**config.mk**
```make
export PLATFORM = sky130hd
export DESIGN_NAME = icache_tag_store
export DESIGN_NICKNAME = d
export VERILOG_FILES = /design/src/hw/icache_pkg.sv /design/src/hw/icache_tag_store.sv
export SDC_FILE = /design/constraint.sdc
export NUM_CORES = 1
export LEC_CHECK = 0
export ABC_AREA = 1
export BUFFER_PORTS_ARGS = -buffer_cell sky130_fd_sc_hd__buf_2
export CELL_PAD_IN_SITES_DETAIL_PLACEMENT = 1
export CELL_PAD_IN_SITES_GLOBAL_PLACEMENT = 2
export CORE_MARGIN = 2
export CORE_UTILIZATION = 43
export CTS_CLUSTER_SIZE = 28
export DETAILED_ROUTE_END_ITERATION = 10
export PLACE_DENSITY_LB_ADDON = 0.3
export SLEW_MARGIN = 20
export SYNTH_ARGS = -nofsm -noshare
export SYNTH_HDL_FRONTEND = slang
export SYNTH_SLANG_ARGS = --single-unit
export TNS_END_PERCENT = 100
```
**constraint.sdc**
```tcl
create_clock -name clk_i -period 3.83 [get_ports clk_i]
set_input_delay 0.5745 -clock clk_i [delete_from_list [all_inputs] [get_ports clk_i]]
set_output_delay 0.5745 -clock clk_i [all_outputs]
set_load 0.05 [all_outputs]
```
**src/hw/icache_pkg.sv**
```systemverilog
`default_nettype none

package icache_pkg;

    // ==========================================================
    // Cache geometry
    // ==========================================================
    localparam int ADDR_W     = 32;
    localparam int WORD_W     = 64;
    localparam int LINE_W     = 128;
    localparam int LINE_WORDS = LINE_W / WORD_W;
    localparam int N_WAYS     = 4;
    localparam int N_SETS     = 16;
    localparam int WAY_W      = $clog2(N_WAYS);
    localparam int BYTE_W     = $clog2(WORD_W / 8);
    localparam int OFFS_W     = $clog2(LINE_WORDS);
    localparam int SET_W      = $clog2(N_SETS);
    // Whatever is left above offset and index
    localparam int TAG_W      = ADDR_W - SET_W - OFFS_W - BYTE_W;

    // Controller state encoding
    localparam int              ST_W        = 3;
    localparam logic [ST_W-1:0] ST_IDLE     = 3'd0;
    localparam logic [ST_W-1:0] ST_COMPARE  = 3'd1;
    localparam logic [ST_W-1:0] ST_MEM_REQ  = 3'd2;
    localparam logic [ST_W-1:0] ST_MEM_WAIT = 3'd3;
    localparam logic [ST_W-1:0] ST_RESP     = 3'd4;

    // One line, written flat from memory and read back word by word
    // Word 0 sits in the upper half of the flat view
    typedef union packed {
        logic [LINE_W-1:0]                 flat;
        logic [LINE_WORDS-1:0][WORD_W-1:0] words;
    } line_t;

    // ==========================================================
    // Address fields
    // ==========================================================
    function automatic logic [SET_W-1:0] addr_set(input logic [ADDR_W-1:0] addr);
        return addr[BYTE_W+OFFS_W +: SET_W];
    endfunction

    function automatic logic [TAG_W-1:0] addr_tag(input logic [ADDR_W-1:0] addr);
        return addr[ADDR_W-1 -: TAG_W];
    endfunction

    function automatic logic [OFFS_W-1:0] addr_offs(input logic [ADDR_W-1:0] addr);
        return addr[BYTE_W +: OFFS_W];
    endfunction

    // Line-aligned address for the memory request
    function automatic logic [ADDR_W-1:0] addr_line(input logic [ADDR_W-1:0] addr);
        return {addr[ADDR_W-1:BYTE_W+OFFS_W], {(BYTE_W+OFFS_W){1'b0}}};
    endfunction

endpackage

`default_nettype wire

```
**src/hw/icache_tag_store.sv**
```systemverilog
`default_nettype none
`timescale 1ns/10ps

module icache_tag_store
    import icache_pkg::*;
(
    input  wire              clk_i,
    input  wire              rst_i,
    // Lookup from the controller
    input  wire              lookup_i,
    input  wire [ADDR_W-1:0] addr_i,
    // Refill and flush
    input  wire              fill_i,
    input  wire              flush_i,
    // Lookup result
    output logic             hit_o,
    output logic [WAY_W-1:0] hit_way_o,
    output logic [WAY_W-1:0] victim_way_o,
    output logic             busy_o
);

    // Registered lookup fields
    logic [SET_W-1:0]  set_q;
    logic [TAG_W-1:0]  tag_q;

    // Distributed-style arrays, read asynchronously
    logic [TAG_W-1:0]  tag_mem   [N_WAYS][N_SETS];
    logic              valid_mem [N_WAYS][N_SETS];

    // One FIFO pointer per set, points at the next way to replace
    logic [WAY_W-1:0]  fifo_q    [N_SETS];

    // Clearing sweep
    logic              busy_q;
    logic [SET_W-1:0]  sweep_q;

    logic [N_WAYS-1:0] way_hit;

    // ==========================================================
    // Lookup address register
    // ==========================================================
    always_ff @(posedge clk_i)
    begin
        if (lookup_i)
        begin
            set_q <= addr_set(addr_i);
            tag_q <= addr_tag(addr_i);
        end
    end

    // ==========================================================
    // Clearing sweep, one set per cycle
    // ==========================================================
    always_ff @(posedge clk_i)
    begin
        if (rst_i)
        begin
            busy_q  <= 1'b1;
            sweep_q <= '0;
        end
        else if (busy_q)
        begin
            sweep_q <= sweep_q + 1'b1;
            // Last set cleared this cycle
            if (sweep_q == SET_W'(N_SETS - 1))
                busy_q <= 1'b0;
        end
        else if (flush_i)
        begin
            // Flush only arrives while the controller sits idle
            busy_q  <= 1'b1;
            sweep_q <= '0;
        end
    end

    // Valid bits and FIFO pointers share the sweep and the fill
    always_ff @(posedge clk_i)
    begin
        if (busy_q)
        begin
            for (int w = 0; w < N_WAYS; w++)
                valid_mem[w][sweep_q] <= 1'b0;
            fifo_q[sweep_q] <= '0;
        end
        else if (fill_i)
        begin
            valid_mem[victim_way_o][set_q] <= 1'b1;
            // Next refill of this set goes to the following way
            fifo_q[set_q] <= fifo_q[set_q] + 1'b1;
        end
    end

    // Tag written into the victim way on refill
    always_ff @(posedge clk_i)
    begin
        if (fill_i)
            tag_mem[victim_way_o][set_q] <= tag_q;
    end

    // ==========================================================
    // Hit compare across all ways
    // ==========================================================
    always_comb
    begin
        for (int w = 0; w < N_WAYS; w++)
            way_hit[w] = valid_mem[w][set_q] && (tag_mem[w][set_q] == tag_q);
    end

    // Encode the hit way, at most one way can match
    always_comb
    begin
        hit_way_o = '0;
        for (int w = 0; w < N_WAYS; w++)
            if (way_hit[w])
                hit_way_o = WAY_W'(w);
    end

    assign hit_o        = |way_hit;
    assign victim_way_o = fifo_q[set_q];
    assign busy_o       = busy_q;

endmodule

`default_nettype wire

```
## Word-level counts from Yosys, hierarchy flattened

Memories as Yosys holds them, arrays and structs flattened. A register that Yosys moved wholly into a read port is not among the register bits.
Index checks and enable logic that the tools add are counted.

- Bits in registers: 33
- Memory bits (writable): 1,632
- Input port bits: 37
- Output and inout port bits: 6
- Logic and storage cells: 83
- Memories: 3

Memory list:

| name | words | bits a word | rd ports | clocked after Yosys merged registers in | write ports | line | RTL |
|---|---|---|---|---|---|---|---|
| tag_mem | 4 | 384 | 4 | 0 | 1 | icache_tag_store.sv:27 | `logic [TAG_W-1:0] tag_mem [N_WAYS][N_SETS];` |
| valid_mem | 4 | 16 | 4 | 0 | 4 | icache_tag_store.sv:28 | `logic valid_mem [N_WAYS][N_SETS];` |
| fifo_q | 16 | 2 | 1 | 1 | 1 | icache_tag_store.sv:31 | `logic [WAY_W-1:0] fifo_q [N_SETS];` |

- Add/sub/neg operators: 2
- $lt $le $gt $ge: 4
- Eq/ne operators: 5
- Multiplexer cells: 53
- Bitwise logic cells: 2
- Reduce and logical (&&, ||, !) cells: 10

Operators with widths:

| cell | count |
|---|---|
| $bmux 24 s4 | 4 |
| $mux 384 | 1 |
| $mux 24 | 9 |
| $demux 24 s4 | 1 |
| $eq 24x24->1 | 4 |
| $mux 16 | 4 |
| $mux 1 | 20 |
| $bmux 1 s4 | 4 |
| $mux 4 | 4 |
| $reduce_or 16->1 | 1 |
| $ge 5x5->1 const B | 2 |
| $lt 5x1->1 const B | 2 |
| $not 4->5 | 2 |
| $demux 1 s4 | 2 |
| $mux 2 | 4 |
| $logic_and 1x1->1 | 6 |
| $add 4x1->4 const B | 1 |
| $eq 4x4->1 const B | 1 |
| $reduce_or 4->1 | 1 |
| $add 2x1->2 const B | 1 |
| $reduce_bool 2->1 | 1 |
| $reduce_or 2->1 | 1 |

## Depth between registers and ports, before layout

- Depth after elaboration: 9
- Mapped depth: 21
- Depth with buffers taken out: 18

## Worst setup path before layout

No wires, ideal clock.

- Kind: reg-to-reg
- From: register with a tool-made name
- To: memory tag_mem[1][100] (netlist bit), enable pin
- Setup time: 405 ps
- Data arrival time: 3,108 ps
- Required time: 3,425 ps
- Setup slack: 318 ps
- Stages on the path, launching flop included: 12
- Path buffers: 3
- Period minus slack after synthesis: 3,512 ps
- Cells stage by stage: dfxtp_1 > buf_2 > buf_4 > mux2i_1 > o21ai_0 > o211ai_1 > nand2_1 > inv_1 > ha_1 > inv_1 > clkbuf_1 > nor2_1

RTL lines:

| item | line |
|---|---|
| end: declaration | icache_tag_store.sv:27 |

## Worst setup path after layout

- From: register set_q[0]
- To: output port hit_o

- Cells in the longest elaborated chain, start to end: 7
- Elaborated cells between the ends (all ways): 34
- Those cells by class: 4 x eq/ne; 24 x mux; 1 x bitwise; 5 x reduce/logical

RTL lines:

| item | line | RTL |
|---|---|---|
| start: declaration | icache_tag_store.sv:23 | `logic [SET_W-1:0] set_q;` |
| start signal: assignment | icache_tag_store.sv:46 | `set_q <= addr_set(addr_i);` |
| $not 4->5 (not written as such) * | icache_tag_store.sv:106 | `way_hit[w] = valid_mem[w][set_q] && (tag_mem[w][set_q] == tag_q);` |
| $bmux 24 s4 | icache_tag_store.sv:106 |  |
| $mux 24 (not written as such) (2 in a row) | icache_tag_store.sv:106 |  |
| $eq 24x24->1 | icache_tag_store.sv:106 |  |
| $logic_and 1x1->1 | icache_tag_store.sv:106 |  |
| $reduce_or 4->1 * | icache_tag_store.sv:118 | `assign hit_o = \|way_hit;` |
| end: declaration | icache_tag_store.sv:16 | `output logic hit_o,` |

Every way passes the cells marked *; elsewhere a longest branch is shown, timed or not. The select of a mux whose other input is x is not followed.

==> impl_metrics.xml <==
<?xml version="1.0" encoding="UTF-8"?>
<metrics>
  <group name="cts">
    <metric name="root_buffer" unit="">clkbuf_16</metric>
    <metric name="clk_pin_slew" unit="ns">0.06</metric>
    <metric name="clockBufferDepth" unit="">3</metric>
    <metric name="clkLatencyLatePin" unit="ns">0.82</metric>
    <metric name="htree_levels" unit="">4</metric>
    <metric name="clock-sinks" unit="">1669</metric>
    <metric name="tritoncts.num_buffers" unit="">180</metric>
    <metric name="tritoncts" unit="">done</metric>
  </group>
  <group name="floorplan">
    <metric name="num_rows" unit="">147</metric>
    <metric name="die-width" unit="µm">407</metric>
    <metric name="core_area" unit="µm²">161000</metric>
    <metric name="dieArea" unit="µm²">165000</metric>
    <metric name="floorplan.initialDensity" unit="%">43.3</metric>
    <metric name="io-pin-count" unit="">43</metric>
    <metric name="fp.dieH" unit="µm">407</metric>
  </group>
  <group name="power_and_ir_drop">
    <metric name="power_per_cell_area" unit="nW/µm²">510</metric>
    <metric name="finalPower" unit="µW">42000</metric>
    <metric name="worst_ir_drop_vdd" unit="mV">0.490</metric>
    <metric name="static-leakage-power" unit="µW">0.0323</metric>
  </group>
  <group name="critical_path">
    <metric name="timing.critical_path.to_type" unit="">output port</metric>
    <metric name="cp.arrival" unit="ns">3.82</metric>
    <metric name="setup.reg_to_reg.worst_slack" unit="ns">0.40</metric>
    <metric name="timing.reg2reg.worst_path_depth" unit="">10</metric>
    <metric name="worst-setup-path-type" unit="">reg -&gt; out</metric>
    <metric name="path_cells" unit="">buf_6 -&gt; buf_16 -&gt; nor2_8 -&gt; buf_12 -&gt; buf_4 -&gt; buf_12 -&gt; nand2_1 -&gt; nand4_1 -&gt; nand2_1 -&gt; nand2_2 -&gt; nor2_1 -&gt; buf_4 -&gt; a21oi_1 -&gt; nand2_1 -&gt; nor2_4 -&gt; nand3_2 -&gt; nor2_4 -&gt; nor2_1 -&gt; buf_4 -&gt; nand2_2 -&gt; buf_12</metric>
    <metric name="critical_path_required" unit="ns">3.26</metric>
    <metric name="timing.critical_path.fanout_max" unit="">26</metric>
    <metric name="critical_path.slowest_cell" unit="">edfxtp_1</metric>
    <metric name="worstSetupEndpoint" unit="">hit_o</metric>
    <metric name="crit-reg2reg-capture" unit="">tag_mem[0][249]</metric>
    <metric name="max_stage_delay" unit="ns">0.37</metric>
    <metric name="setup.worst_path.start" unit="">set_q[0]</metric>
    <metric name="critPathLaunchType" unit="">flop</metric>
  </group>
  <group name="sta">
    <metric name="rsz0062_at_grt" unit="">true</metric>
    <metric name="setup_viol_count_final" unit="">3</metric>
    <metric name="slew_headroom" unit="%">33.5</metric>
    <metric name="skew" unit="ns">0.0342</metric>
    <metric name="worst_pin_slew" unit="ns">0.996</metric>
    <metric name="max_freq" unit="GHz">0.228</metric>
    <metric name="final.setup.worst_slack" unit="ns">-0.561</metric>
    <metric name="slew_viol_final" unit="">0</metric>
    <metric name="setup_tns" unit="ns">-1.63</metric>
    <metric name="hold_viol" unit="">0</metric>
    <metric name="fin_crit_sh" unit="%">115</metric>
    <metric name="finalWorstPathRequiredPeriod" unit="ns">4.39</metric>
  </group>
  <group name="detailed_routing">
    <metric name="post_drt_via_cell_ratio" unit="">5.46</metric>
    <metric name="drtIter0Drc" unit="">4455</metric>
    <metric name="final_antenna_net_count" unit="">0</metric>
    <metric name="drc" unit="">0</metric>
    <metric name="vias" unit="">50200</metric>
    <metric name="finalWirelength" unit="µm">239000</metric>
    <metric name="detailedRoute.firstPassIterationCount" unit="">5</metric>
    <metric name="wl_per_cell" unit="µm">26.0</metric>
  </group>
  <group name="logic_synthesis">
    <metric name="syn-instance-count" unit="">6576</metric>
    <metric name="yosys_synthesis_warning_count" unit="">0</metric>
    <metric name="seq_total_area_yosys" unit="%">71.8</metric>
    <metric name="ys_seq_elements" unit="">1669</metric>
    <metric name="syn-mean-instance-area" unit="µm²">10.6</metric>
    <metric name="syn-num-nets" unit="">6621</metric>
    <metric name="synthesis.area" unit="µm²">69700</metric>
    <metric name="ys_types" unit="">29</metric>
  </group>
  <group name="status">
    <metric name="violations" unit="">setup timing</metric>
    <metric name="outcome" unit="">finished with violations</metric>
  </group>
  <group name="grt">
    <metric name="antenna_violations_before_repair" unit="">14</metric>
    <metric name="via_count_of_the_first_global_routing_pass" unit="">51700</metric>
    <metric name="grt_first_pass_wirelength" unit="µm">344000</metric>
    <metric name="globalRoute.totalOverflow" unit="">0</metric>
    <metric name="grt_start_max_net_pins" unit="">70</metric>
    <metric name="track_usage" unit="%">28.7</metric>
  </group>
  <group name="flow_run">
    <metric name="maxCapViolations" unit="">0</metric>
  </group>
  <group name="placement">
    <metric name="gpl.final_weighted_congestion" unit="">0.827</metric>
    <metric name="port_buffers" unit="">38</metric>
    <metric name="place.detailed.hpwl" unit="µm">138000</metric>
    <metric name="post_dp_cell_area" unit="µm²">75000</metric>
  </group>
  <group name="final_layout">
    <metric name="drive_gt1_share" unit="%">11.5</metric>
    <metric name="nets" unit="">6940</metric>
    <metric name="synthToLayoutAreaGrowth" unit="%">18.3</metric>
    <metric name="filler_cell_count" unit="">17200</metric>
    <metric name="layout.core_utilization" unit="%">51.3</metric>
    <metric name="layout.cell_area.non_filler" unit="µm²">82400</metric>
  </group>
  <group name="hold_path">
    <metric name="hp-class" unit="">in -&gt; reg</metric>
  </group>
</metrics>
## repair_timing
item | 4_1_cts | 5_1_grt
buffers inserted | 18 | 10
gates cloned | 20 | 7
pin swaps | 16 | 26
hold buffers | 29 | 0
endpoints found under the hold margin | 32 | 0
endpoints found under the setup margin | 3 | 3
resized for setup | 106 | 76
## flip-flops by register name (all words and copies together), names as in the netlist, named ones only
register	count
valid_mem	64
set_q	4
tag_mem	1536
fifo_q	32
tag_q	24
sweep_q	4
busy_o	1
## placed cells by master (no fill, tap or decap), types with 8 or more instances in the layout
| cell type | instances |
|---|---|
| nand2_1 | 3560 |
| edfxtp_1 | 1660 |
| nor2_1 | 296 |
| buf_4 | 214 |
| clkbuf_16 | 191 |
| nand3_1 | 159 |
| o21ai_0 | 128 |
| inv_1 | 112 |
| buf_12 | 93 |
| nor2_2 | 87 |
| clkbuf_1 | 54 |
| o21ai_1 | 53 |
| a21oi_1 | 50 |
| nand2_2 | 49 |
| clkinv_1 | 38 |
| buf_2 | 35 |
| nand4_1 | 34 |
| dlygate4sd3_1 | 29 |
| buf_16 | 27 |
| clkinv_2 | 20 |
| buf_6 | 17 |
| nor2_4 | 14 |
| bufinv_16 | 12 |
| o211ai_1 | 10 |
| nor3_1 | 9 |
| dfxtp_1 | 9 |
| mux2i_1 | 8 |
| a22oi_1 | 8 |
| ha_1 | 8 |
## how the worst min path moves through the flow
stage               start          to  slack (ns)  cells after the start
6_report          flush_i  sweep_q[1]        0.11                      4
5_1_grt           flush_i  sweep_q[1]        0.09                      4
4_1_cts           flush_i  sweep_q[1]        0.05                      4
3_5_place_dp   sweep_q[1]  sweep_q[1]        0.51                      2
3_3_place_gp   sweep_q[1]  sweep_q[1]        0.49                      2
2_1_floorplan  sweep_q[1]  sweep_q[1]        0.47                      2
## where the power goes
part,switching [µW],total [µW],internal [µW]
sequential,91.3,20500,20400
clock,7220,16900,9650
combinational,3320,4660,1340
## cells by family (layout without fill, tap and decap cells)
group	Yosys count	count (layout)	share of synthesized area, %
simple gates	4215	4215	23.2
flops	1669	1669	71.8
buf+inv	420	879	2.84
compound gates	256	256	1.91
fa+ha+maj	8	8	0.144
mux	8	8	0.115
other cells	0	5	0
## critical path: cells and delay by family (launching register included)
family	cells	cell delay (ns)
AOI/OAI and AO/OA	1	0.14
DFF	1	0.37
buffers and inverters	8	1.36
and+or+nand+nor	12	1.12
## layout make-up
| cell class | count | area (µm²) | share of cell area [%] |
|---|---|---|---|
| sequential | 1669 | 50000 | 60.7 |
| multi-input combinational | 4487 | 18200 | 22.0 |
| timing repair buffer | 431 | 5290 | 6.42 |
| clock buffer | 239 | 4830 | 5.86 |
| tap | 2160 | 2700 | 3.28 |
| clock inverter | 83 | 772 | 0.937 |
| inverter | 121 | 537 | 0.651 |
| timing repair inverter | 5 | 85.1 | 0.103 |
| antenna | 5 | 12.5 | 0.0152 |
## stage by stage
step,instances,hold WS [ns],setup slack (ns)
after floorplan,6576,0.466,0.318
after global placement,8791,0.492,-0.0561
after detailed placement,8791,0.509,-0.0486
after CTS,9179,0.0514,-0.580
after global routing,9195,0.0882,-0.714
final,9200,0.109,-0.561
## cells in the mapped netlist, drive strengths merged
master  number  share of area [%]
clkbuf      46               0.25
dfxtp        9               0.26
nand3      163                1.2
nand3b       1              0.011
ha           8               0.14
edfxtp    1660                 72
o21ai      185                1.3
clkinv       1             0.0054
a211oi       1              0.011
a21oi       52               0.38
nor3         9              0.065
nand4       34               0.31
o211ai      10               0.11
nand2     3610                 19
inv        120               0.66
buf        253                1.9
a22oi        8              0.086
mux2i        8               0.11
nor2       398                2.2
## metal layers
layer	global-route usage [%]	share of wire, %	routed length [µm]
met1	37.9	41	98800
met5	0	0.015	37
met2	48.0	49	116000
met4	11.2	3.9	9250
met3	4.18	6.2	14800
Note: power is estimated with default switching activity, not from simulation.
