===== src/hw/icache_pkg.sv =====
`default_nettype none

package icache_pkg;

    // ==========================================================
    // Cache geometry
    // ==========================================================
    localparam int ADDR_W     = 32;
    localparam int WORD_W     = 64;
    localparam int LINE_W     = 128;
    localparam int LINE_WORDS = LINE_W / WORD_W;
    localparam int N_WAYS     = 4;
    localparam int N_SETS     = 16;
    localparam int WAY_W      = $clog2(N_WAYS);
    localparam int BYTE_W     = $clog2(WORD_W / 8);
    localparam int OFFS_W     = $clog2(LINE_WORDS);
    localparam int SET_W      = $clog2(N_SETS);
    // Whatever is left above offset and index
    localparam int TAG_W      = ADDR_W - SET_W - OFFS_W - BYTE_W;

    // Controller state encoding
    localparam int              ST_W        = 3;
    localparam logic [ST_W-1:0] ST_IDLE     = 3'd0;
    localparam logic [ST_W-1:0] ST_COMPARE  = 3'd1;
    localparam logic [ST_W-1:0] ST_MEM_REQ  = 3'd2;
    localparam logic [ST_W-1:0] ST_MEM_WAIT = 3'd3;
    localparam logic [ST_W-1:0] ST_RESP     = 3'd4;

    // One line, written flat from memory and read back word by word
    // Word 0 sits in the upper half of the flat view
    typedef union packed {
        logic [LINE_W-1:0]                 flat;
        logic [LINE_WORDS-1:0][WORD_W-1:0] words;
    } line_t;

    // ==========================================================
    // Address fields
    // ==========================================================
    function automatic logic [SET_W-1:0] addr_set(input logic [ADDR_W-1:0] addr);
        return addr[BYTE_W+OFFS_W +: SET_W];
    endfunction

    function automatic logic [TAG_W-1:0] addr_tag(input logic [ADDR_W-1:0] addr);
        return addr[ADDR_W-1 -: TAG_W];
    endfunction

    function automatic logic [OFFS_W-1:0] addr_offs(input logic [ADDR_W-1:0] addr);
        return addr[BYTE_W +: OFFS_W];
    endfunction

    // Line-aligned address for the memory request
    function automatic logic [ADDR_W-1:0] addr_line(input logic [ADDR_W-1:0] addr);
        return {addr[ADDR_W-1:BYTE_W+OFFS_W], {(BYTE_W+OFFS_W){1'b0}}};
    endfunction

endpackage

`default_nettype wire


===== src/hw/icache_ctrl.sv =====
`default_nettype none
`timescale 1ns/10ps

module icache_ctrl
    import icache_pkg::*;
(
    input  wire                     clk_i,
    input  wire                     rst_i,
    // Processor request
    input  wire                     req_valid_i,
    input  wire [ADDR_W-1:0]        req_addr_i,
    output logic                    req_ready_o,
    // Processor response
    output logic                    resp_valid_o,
    output logic [WORD_W-1:0]       resp_data_o,
    input  wire                     resp_ready_i,
    input  wire                     flush_i,
    // Tag store and line store
    input  wire                     busy_i,
    input  wire                     hit_i,
    input  wire [WAY_W-1:0]         hit_way_i,
    input  wire line_t [N_WAYS-1:0] lines_i,
    output logic                    lookup_o,
    output logic                    fill_o,
    // Memory side
    output logic                    mem_req_valid_o,
    output logic [ADDR_W-1:0]       mem_req_addr_o,
    input  wire                     mem_req_ready_i,
    input  wire                     mem_resp_valid_i,
    input  wire [LINE_W-1:0]        mem_resp_line_i
);

    logic [ST_W-1:0]   state_q;
    logic [ST_W-1:0]   state_d;
    // Low in the first compare cycle while the line store reads
    logic              stage_q;
    logic              accept;

    // Request held for the miss path and the word select
    logic [ADDR_W-1:0] line_addr_q;
    logic [OFFS_W-1:0] offs_q;
    logic [OFFS_W-1:0] word_idx;

    line_t             hit_line;
    line_t             mem_line;
    logic [WORD_W-1:0] hit_word;
    logic [WORD_W-1:0] mem_word;
    logic [WORD_W-1:0] resp_data_q;

    // ==========================================================
    // Handshakes
    // ==========================================================
    assign req_ready_o = (state_q == ST_IDLE) && !busy_i;
    // A flush in the same cycle takes priority over a request
    assign accept      = req_valid_i && req_ready_o && !flush_i;
    assign lookup_o    = accept;

    assign mem_req_valid_o = (state_q == ST_MEM_REQ);
    assign mem_req_addr_o  = line_addr_q;
    // Refill strobe, one cycle with the memory line
    assign fill_o          = (state_q == ST_MEM_WAIT) && mem_resp_valid_i;

    assign resp_valid_o = (state_q == ST_RESP);
    assign resp_data_o  = resp_data_q;

    // ==========================================================
    // Word select through the line union
    // ==========================================================
    // Offset 0 maps to the upper word
    assign word_idx = OFFS_W'(LINE_WORDS - 1) - offs_q;

    always_comb
    begin
        hit_line      = lines_i[hit_way_i];
        mem_line.flat = mem_resp_line_i;
        hit_word      = hit_line.words[word_idx];
        mem_word      = mem_line.words[word_idx];
    end

    // ==========================================================
    // FSM
    // ==========================================================
    always_comb
    begin
        state_d = state_q;
        case (state_q)
            ST_IDLE:
                if (accept)
                    state_d = ST_COMPARE;
            ST_COMPARE:
                // Tag result and line data both valid in the second cycle
                if (stage_q)
                    state_d = hit_i ? ST_RESP : ST_MEM_REQ;
            ST_MEM_REQ:
                if (mem_req_ready_i)
                    state_d = ST_MEM_WAIT;
            ST_MEM_WAIT:
                if (mem_resp_valid_i)
                    state_d = ST_RESP;
            ST_RESP:
                if (resp_ready_i)
                    state_d = ST_IDLE;
            default:
                state_d = ST_IDLE;
        endcase
    end

    always_ff @(posedge clk_i)
    begin
        if (rst_i)
        begin
            state_q <= ST_IDLE;
            stage_q <= 1'b0;
        end
        else
        begin
            state_q <= state_d;
            stage_q <= (state_q == ST_COMPARE) && !stage_q;
        end
    end

    // Request fields and response word
    always_ff @(posedge clk_i)
    begin
        if (accept)
        begin
            line_addr_q <= addr_line(req_addr_i);
            offs_q      <= addr_offs(req_addr_i);
        end
        // Loaded once per request, then held until it transfers
        if ((state_q == ST_COMPARE) && stage_q && hit_i)
            resp_data_q <= hit_word;
        else if (fill_o)
            resp_data_q <= mem_word;
    end

endmodule

`default_nettype wire


===== config.mk =====
export PLATFORM = sky130hd
export DESIGN_NAME = icache_ctrl
export DESIGN_NICKNAME = d
export VERILOG_FILES = /design/src/hw/icache_pkg.sv /design/src/hw/icache_ctrl.sv
export SDC_FILE = /design/constraint.sdc
export NUM_CORES = 1
export LEC_CHECK = 0
export ABC_AREA = 1
export CORE_AREA = 2 2 307 309
export CTS_CLUSTER_SIZE = 28
export DETAILED_ROUTE_END_ITERATION = 8
export DIE_AREA = 0 0 309 311
export DONT_BUFFER_PORTS = 1
export GPL_TIMING_DRIVEN = 0
export MAX_ROUTING_LAYER = met4
export PLACE_DENSITY_LB_ADDON = 0.08
export SYNTH_ARGS = -nofsm -noshare
export SYNTH_HDL_FRONTEND = slang
export SYNTH_SLANG_ARGS = --single-unit

===== constraint.sdc =====
create_clock -name clk_i -period 7.39 [get_ports clk_i]
set_input_delay 1.8475 -clock clk_i [delete_from_list [all_inputs] [get_ports clk_i]]
set_output_delay 1.8475 -clock clk_i [all_outputs]
set_load 0.01 [all_outputs]

# After elaboration in Yosys (flattened, before gate mapping)
# Cells that the tools add are included.
[totals]
reg_bits = 97
input_bits = 683
wordCells = 45
[op_classes]
addsub = 1
order_cmp = 2
n_eq_ne = 9
n_mux = 15
n_reduce_logical = 13
[ops]
columns = ["op", "count"]
rows = [
  ["64-bit 2-to-1 mux", 6],
  ["128-bit binary-select mux with 2-bit select", 1],
  ["128-bit 2-to-1 mux", 1],
  ["3-bit 2-to-1 mux", 6],
  ["3-bit case mux with 5 select lines", 1],
  ["1-bit logical AND", 7],
  ["3-bit by 2-bit == test with 1-bit output, second input constant", 2],
  ["2-bit inequality test, second input constant", 3],
  ["5-bit AND reduction", 1],
  ["2-bit by 1-bit inequality test with 1-bit output, second input constant", 2],
  ["3-bit by 1-bit == test with 1-bit output, second input constant", 1],
  ["3-bit == test, second input constant", 1],
  ["1-bit zero test", 3],
  ["3-bit zero test", 1],
  ["2-bit by 3-bit < comparator with 1-bit output, second input constant", 1],
  ["1-bit by 2-bit < comparator with 1-bit output, second input constant", 1],
  ["2-bit nonzero test", 1],
  ["1-bit subtractor, first input constant", 1],
]

# Logic depth before layout (Yosys ltp)
# Gate-level depths: netlist of the first run.
[logic_depth]
word_depth = 6
mapped_depth = 9
depth_no_buf = 8

# Worst setup path before layout of the first run
# OpenSTA, ideal clock, no wires.
[synth_timing]
path_kind = "in2reg"
startpoint = "in mem_resp_valid_i"
endpoint = "reg resp_data_q[0] (netlist: resp_data_o[0]) (enable)"
setup_ns = 0.576
arrival_ns = 6.443
required_time_ns = 6.814
path_slack_ns = 0.371
stages = 2
path_cell_list = "inv_1 -> o21ai_0"
[synth_via]
elab_chain_cells = 2
[synth_rtl]
columns = ["item", "line_no", "source"]
rows = [
  ["from (decl)", "icache_ctrl.sv:29", "input wire mem_resp_valid_i,"],
  ["1-bit logical AND", "icache_ctrl.sv:61", "assign fill_o = (state_q == ST_MEM_WAIT) && mem_resp_valid_i;"],
  ["2-bit nonzero test (no line)", "-", ""],
  ["to (signal assigned)", "icache_ctrl.sv:132", "resp_data_q <= hit_word;"],
  ["to (signal assigned)", "icache_ctrl.sv:134", "resp_data_q <= mem_word;"],
  ["to (decl)", "icache_ctrl.sv:48", "logic [WORD_W-1:0] resp_data_q;"],
]
# Every way passes these cells.
# A chain may end at the register's enable or synchronous reset.

# Worst setup path in the final report of the first run
[layout_timing]
startpoint = "in busy_i"
endpoint = "out lookup_o"
[layout_via]
elab_chain_cells = 4
[layout_rtl]
columns = ["item", "line_no", "source"]
rows = [
  ["from (decl)", "icache_ctrl.sv:19", "input wire busy_i,"],
  ["1-bit zero test", "icache_ctrl.sv:53", "assign req_ready_o = (state_q == ST_IDLE) && !busy_i;"],
  ["1-bit logical AND", "icache_ctrl.sv:53", ""],
  ["1-bit logical AND (2 in series)", "icache_ctrl.sv:55", "assign accept = req_valid_i && req_ready_o && !flush_i;"],
  ["to (decl)", "icache_ctrl.sv:23", "output logic lookup_o,"],
]
# Every way passes these cells.

==> impl_results.md, run 1 <==
- Status: finished clean
- Post-synthesis compound-gate area fraction: approximately 33%
- Int Pwr: 1.043 mW
- Fin area: 0.01213 mm²
- Slew Limit Fails: 0
- First-pass GRT wire length: 102400 µm
- Peak supply drop: between 0.1 and 0.15 mV
- Commonest cells in the netlist: inv_1, nand3_1, o21ai_1
- Period utilization: between 70 and 80%
- DIE WIDTH: around 300 µm
- Reg area: ~0.0029 mm²
- RSZ-0062 raised after global routing: false
- Leakage: between 4 and 5 nW
- Initial DRC Count: between 500 and 600
- Cells after DPL: around 2700
- Hold Crit Start: stage_q
- Clock tree sinks: just under 100
- H-tree depth: 3
- Hold Crit Class: flop to flop
- Die Area: about 0.096 mm²
- FF-to-FF End: resp_data_o[52]
- Critical path capture point type: primary output
- Synth Register Bits: between 90 and 100
- Clk network pwr share: between 30% and 40%
- ANT nets after route: 0
- Routed WL: between 70000 and 80000 µm
- Max Fanout on Critical Path: 30
- DR vias: between 10000 and 15000
- Initial antenna violation count: 26
- Largest family of logic cells by synthesized area: compound AO/OA/AOI/OAI gates
- Worst-Margin Slew: roughly 1.2 ns
- Sw power: 0.6813 mW
- Reg2Reg Depth: 7
- TNS Setup: 0 ns
- Slew HR: roughly 19%
- Worst Setup Start Kind: input pin
- Grt total ovfl: 0
- Cell variety after synth: 26
- Xor/xnor share of the synthesized area: 0%
- Adder-Cell Fraction of Synth Area: 0%
- Worst path arrival time: ~3.4 ns
- Core region area: a little over 0.09 mm²
- Cts repair resizes: 0
- Switch share: 39.50%
- Post-synth EDFFs: between 90 and 100
- Share of cells above drive strength 1: between 10% and 20%
- CTS Hold Buffers Added: 0
- Min Clock Period, post-route: ~5.3 ns
- Synth top area share: 27.67%
- Min-Delay Path Depth: 3
- Max Cap Viol: 0
- Yosys warns: 0
- Hold endpoint: stage_q
- FP Rows: between 100 and 150
- Inserted Clock Buffers: 9
- Post-synthesis mux area share: 0%
- PortBufs: 0
- Post CTS Setup Buffer Count: 0
- Worst hold slack: approximately 0.57 ns
- Mapped Cells: approximately 1400
- Top post-synthesis cells by area: edfxtp_1, a21oi_2, inv_1
- CTS clk-pin slew, worst paths: roughly 0.090 ns
- Clk root buf: clkbuf_16
- Post-DR vias/cell: just under 4
- Ports: 784
- Count leader, synth: inv_1
- # fillers: 10910
- Setup slack, reg-to-reg: 4.56 ns
- Wire per inst: ~29 µm
- Largest net degree at the start of global routing: 31
- Post-synth top area cell: edfxtp_1
- Async SR Flop Fraction: 0%
- Vias in the first global route: approximately 11000
- Mean post-synth cell area: 7.053 µm²
- Final setup viols: 0
- Area Growth Syn to Fin: 20.13%
- Placed cell area: between 0.01 and 0.015 mm²
- Main synth FF type: edfxtp_1
- Power share of the sequential group: around two fifths
- Combinational Power Share: 30.2%
- # DRC: 0
- CTS tree: done
- Reg-to-reg startpoint: offs_q
- Clk buf depth: 2
- WP data required: ~5.5 ns
- Final Hold Violating Endpoints: 0
- HPWL after DPL: ~67000 µm
- Die height: slightly above 300 µm
- Non-Filler Instances: between 2000 and 3000
- GPL Wtd Cong: between 0.8 and 0.9
- Multi-input logic area: 0.005383 mm²
- Power Density: between 100 and 150 mW/mm²
- Clock skew: about 0.010 ns
- # nets final: between 2000 and 2500
- Post-Synth Simple-Gate Area: around a fifth
- Seq/Total Area, Yosys: between 20 and 30%
- Fmax: approximately 190 MHz
- 1st-pass router iterations: 5
- Synth Cell Area: approximately 0.010 mm²
- Kind of critical path: input pin to primary output
- Initial Util: a little over a tenth
- Final core occ: approximately an eighth
- Gr usage total: between 15 and 20%
- Skew-Pair Late Insertion Delay: approximately 0.4 ns
state kept, by name, summed over array words and instances, names as in the netlist:
name            cells
mem_req_addr_o     28
resp_data_o        64
state_q             3
stage_q             1
offs_q              1
worst max-delay path: stages:
cell and delay, ns:
nor3_1 0.61, nand2_1 0.19, nor2_4 0.74
per-stage QoR:
stage	power, mW	setup WS [ns]
2_1_floorplan	1.002	0.3710
3_3_place_gp	1.214	-4.579
3_5_place_dp	1.208	2.162
4_1_cts	1.778	2.169
5_1_grt	1.832	2.046
6_report	1.725	2.137
area by class of cell:
type	instances	share of cell area, %
Timing Repair Buffer	3	0.5572
Tap cell	1254	12.94
Clock buffer	9	1.857
Antenna cell	23	0.4747
Multi-Input combinational cell	933	44.39
Buffer	132	6.996
Sequential cell	97	23.69
Inverter	272	8.420
Clock inverter	7	0.6707
power by group through the flow:
stage	clock (mW)	combinational, mW	sequential, mW
after global placement	0	0.533	0.681
after global routing	0.591	0.579	0.662
after CTS	0.581	0.536	0.660
final	0.544	0.521	0.660
after detailed placement	0	0.535	0.673
after floorplan	0	0.336	0.666
per-layer routing:
metal	global-route usage, %	vias up	wire length (µm)
met3	3.331	39	5025
met4	3.696	0	1181
li1	-	4919	-
met2	27.97	503	39750
met5	-	-	0
met1	18.97	5210	32450
cell families (layout without fill, tap and decap cells):
group,count (synthesis),count (layout)
AO/OA/AOI/OAI,518,518
AND/OR/NAND/NOR,411,411
buffers and inverters,404,423
flip-flops,97,97
other,1,27
worst max-delay path by stage:
stage / depth (start not counted) / slack (ns) / from / end
after floorplan: 2 / 0.37 / mem_resp_valid_i / resp_data_o[0]
after global placement: 4 / -4.58 / mem_resp_valid_i / state_q[2]
after detailed placement: 3 / 2.16 / busy_i / lookup_o
after CTS: 3 / 2.17 / busy_i / lookup_o
after global routing: 3 / 2.05 / busy_i / lookup_o
final: 3 / 2.14 / busy_i / lookup_o
cells in the final DEF, fill, tap and decap left out, types with 23 or more instances in the layout:
cell,n
a21oi_2,124
buf_2,41
buf_6,29
clkbuf_1,41
diode_2,23
edfxtp_1,93
inv_1,268
nand2_1,137
nand3_1,197
o211ai_1,128
o21ai_0,105
o21ai_1,153
or2_1,41
or2_2,23
Power figures use the tool's default switching activity.
==> inputs of run 2 (changes only) <==
Clock period 7.39 ns to 5.37 ns, I/O delays scaled along.
==> run 2 against run 1 <==
Total power rose by 38%. Via count fell by 0.11%. Critical path depth did not move. Setup slack got worse by 0.93 ns. Sequential power rose by 38%. Clock skew rose by 0.0052 ns. Die area did not move. Sequential share of layout area barely moved. Non-clock buffer count did not move. Hold slack improved by 0.0012 ns. Combinational power rose by 37%. Final cell count fell by 0.29%. Critical path type unchanged. Largest power group unchanged.
==> impl_results.md, run 2 (synthesized netlist as in run 1, its figures left out) <==
- Kind of critical path: input pin to primary output (unchanged)
- DR vias: 10660 (was 10670)
- CTS tree: done (unchanged)
- Most common cell after layout, fill and taps aside: inv_1 (unchanged)
- Critical-path cell list: nor3_1 -> nand2_1 -> nor2_4 (unchanged)
- CTS Hold Buffers Added: 0 (unchanged)
- Final core occ: 13.05% (was 13.07%)
- Slowest stage delay, CP: 0.75 ns (was 0.74 ns)
- Period utilization: about 78%
- Slew Limit Fails: 0 (unchanged)
- Worst path arrival time: 2.82 ns (was 3.41 ns)
- Clock skew: 0.01556 ns (was 0.01035 ns)
- Largest net degree at the start of global routing: 31 (unchanged)
- Post-DR vias/cell: 3.916 (was 3.909)
- Placed cell area: 0.01176 mm² (unchanged)
- GPL Wtd Cong: 0.8383 (was 0.8403)
- Power Density: 196.9 mW/mm² (was 142.2 mW/mm²)
- Dpl ws: 1.178 ns (was 2.162 ns)
- Slew HR: 13.24% (was 19.50%)
- Skew-Pair Late Insertion Delay: 0.41 ns (was 0.40 ns)
- Initial DRC Count: 649 (was 539)
- Worst-Margin Slew: 1.301 ns (was 1.208 ns)
- Fmax: ~240 MHz
- Max reg flops: 64 (unchanged)
- Setup slack, reg-to-reg: 2.53 ns (was 4.56 ns)
- Slowest cell on the critical path: nor2_4 (unchanged)
- Cts repair resizes: 0 (unchanged)
- Grt total ovfl: 0 (unchanged)
- Worst Setup Start Kind: input pin (unchanged)
- Max Fanout on Critical Path: 30 (unchanged)
- Leakage: 4.399 nW (was 4.400 nW)
- Area Growth Syn to Fin: 19.91% (was 20.13%)
- Ports: 784 (unchanged)
- Initial antenna violation count: 17 (was 26)
- Gr usage total: 15.82% (was 16.13%)
- PortBufs: 0 (unchanged)
- RSZ-0062 raised after global routing: false (unchanged)
- Critical path capture point type: primary output (unchanged)
- Clk buf depth: 2 (unchanged)
- # fillers: 10890 (was 10910)
- Die height: 311 µm (unchanged)
- Status: finished clean (unchanged)
- Post CTS Setup Buffer Count: 0 (unchanged)
- Fin area: 0.01210 mm² (was 0.01213 mm²)
- Initial Util: 10.88% (unchanged)
- Final setup viols: 0 (unchanged)
- Clock tree sinks: 97 (unchanged)
- # nets final: 2131 (unchanged)
- Vias in the first global route: 11350 (was 11430)
- Die Area: 0.09610 mm² (unchanged)
- H-tree depth: 3 (unchanged)
- Inserted Clock Buffers: 9 (unchanged)
- Min Clock Period, post-route: 4.166 ns
- Max Cap Viol: 0 (unchanged)
- WP data required: 4.03 ns (was 5.54 ns)
- Share of cells above drive strength 1: 17.96% (unchanged)
- CTS clk-pin slew, worst paths: 0.09 ns (about the same)
- ANT nets after route: 0 (unchanged)
- Peak supply drop: 0.1277 mV (was 0.1078 mV)
- DIE WIDTH: 309 µm (unchanged)
- Hold Crit Class: flop to flop (unchanged)
- 1st-pass router iterations: 5 (unchanged)
- # DRC: 0 (unchanged)
- Clk root buf: clkbuf_16 (unchanged)
- Most frequent cells in the layout: inv_1, nand3_1, o21ai_1, nand2_1, o211ai_1 (unchanged)
- HPWL after DPL: 65730 µm (was 66560 µm)
- Final Hold Violating Endpoints: 0 (unchanged)
- Crit path setup slack, layout: 1.204 ns (was 2.137 ns)
- Routed WL: 77010 µm (was 78400 µm)
- Core region area: 0.09277 mm² (unchanged)
- First-pass GRT wire length: 100400 µm (was 102400 µm)
- Wire per inst: 28.29 µm (was 28.72 µm)
- FP Rows: 112 (unchanged)
[run 2: cell types whose count changed in the layout (fill, tap and decap cells not counted)]
| cell | before | now |
|---|---|---|
| inv_6 | 2 | 3 |
| inv_8 | 2 | 1 |
| diode_2 | 23 | 15 |
[run 2: worst paths after layout]
| path | startpoint | endpoint | cells past startpoint |
|---|---|---|---|
| max | busy_i | lookup_o | 3 |
| min | stage_q | stage_q | 3 |
| max reg2reg | offs_q | resp_data_o[19] | 7 |
| min reg2reg | stage_q | stage_q | 3 |
[run 2: routing by layer]
layer  share of wire (%)  track usage, %
met1                  43           18.55
met2                  51           27.82
met3                 5.3           3.542
met4                0.84           2.493
met5                   0               -
[run 2: report_power, final]
part	internal [mW]	switching, mW
clock network	0.336	0.425
logic	0.225	0.490
registers	0.873	0.0343
total	1.43	0.949
[run 2: layout make-up]
class	instances	area, µm²	area share (%)
Tap cell	1254	1569	12.96
Clock buffer	9	225.2	1.861
Multi-Input combinational cell	933	5383	44.47
Buffer	132	848.3	7.009
Timing Repair Buffer	3	67.56	0.5583
Sequential cell	97	2873	23.74
Antenna cell	15	37.54	0.3101
Clock inverter	7	78.83	0.6513
Inverter	272	1021	8.436
[run 2: worst max-delay path: cells and delay by family]
family | cells | cell delay (ns)
AND/OR/NAND/NOR | 3 | 1.48
[run 2: per-stage QoR]
stage	std cells	hold WS [ns]	power, mW	TNS [ns]
2_1_floorplan	1434	0.5199	1.377	0
3_3_place_gp	2688	0.5609	1.663	-156.20
3_5_place_dp	2691	0.5611	1.661	0
4_1_cts	2707	0.5717	2.446	0
5_1_grt	2718	0.6353	2.523	0
6_report	2722	0.5671	2.383	0
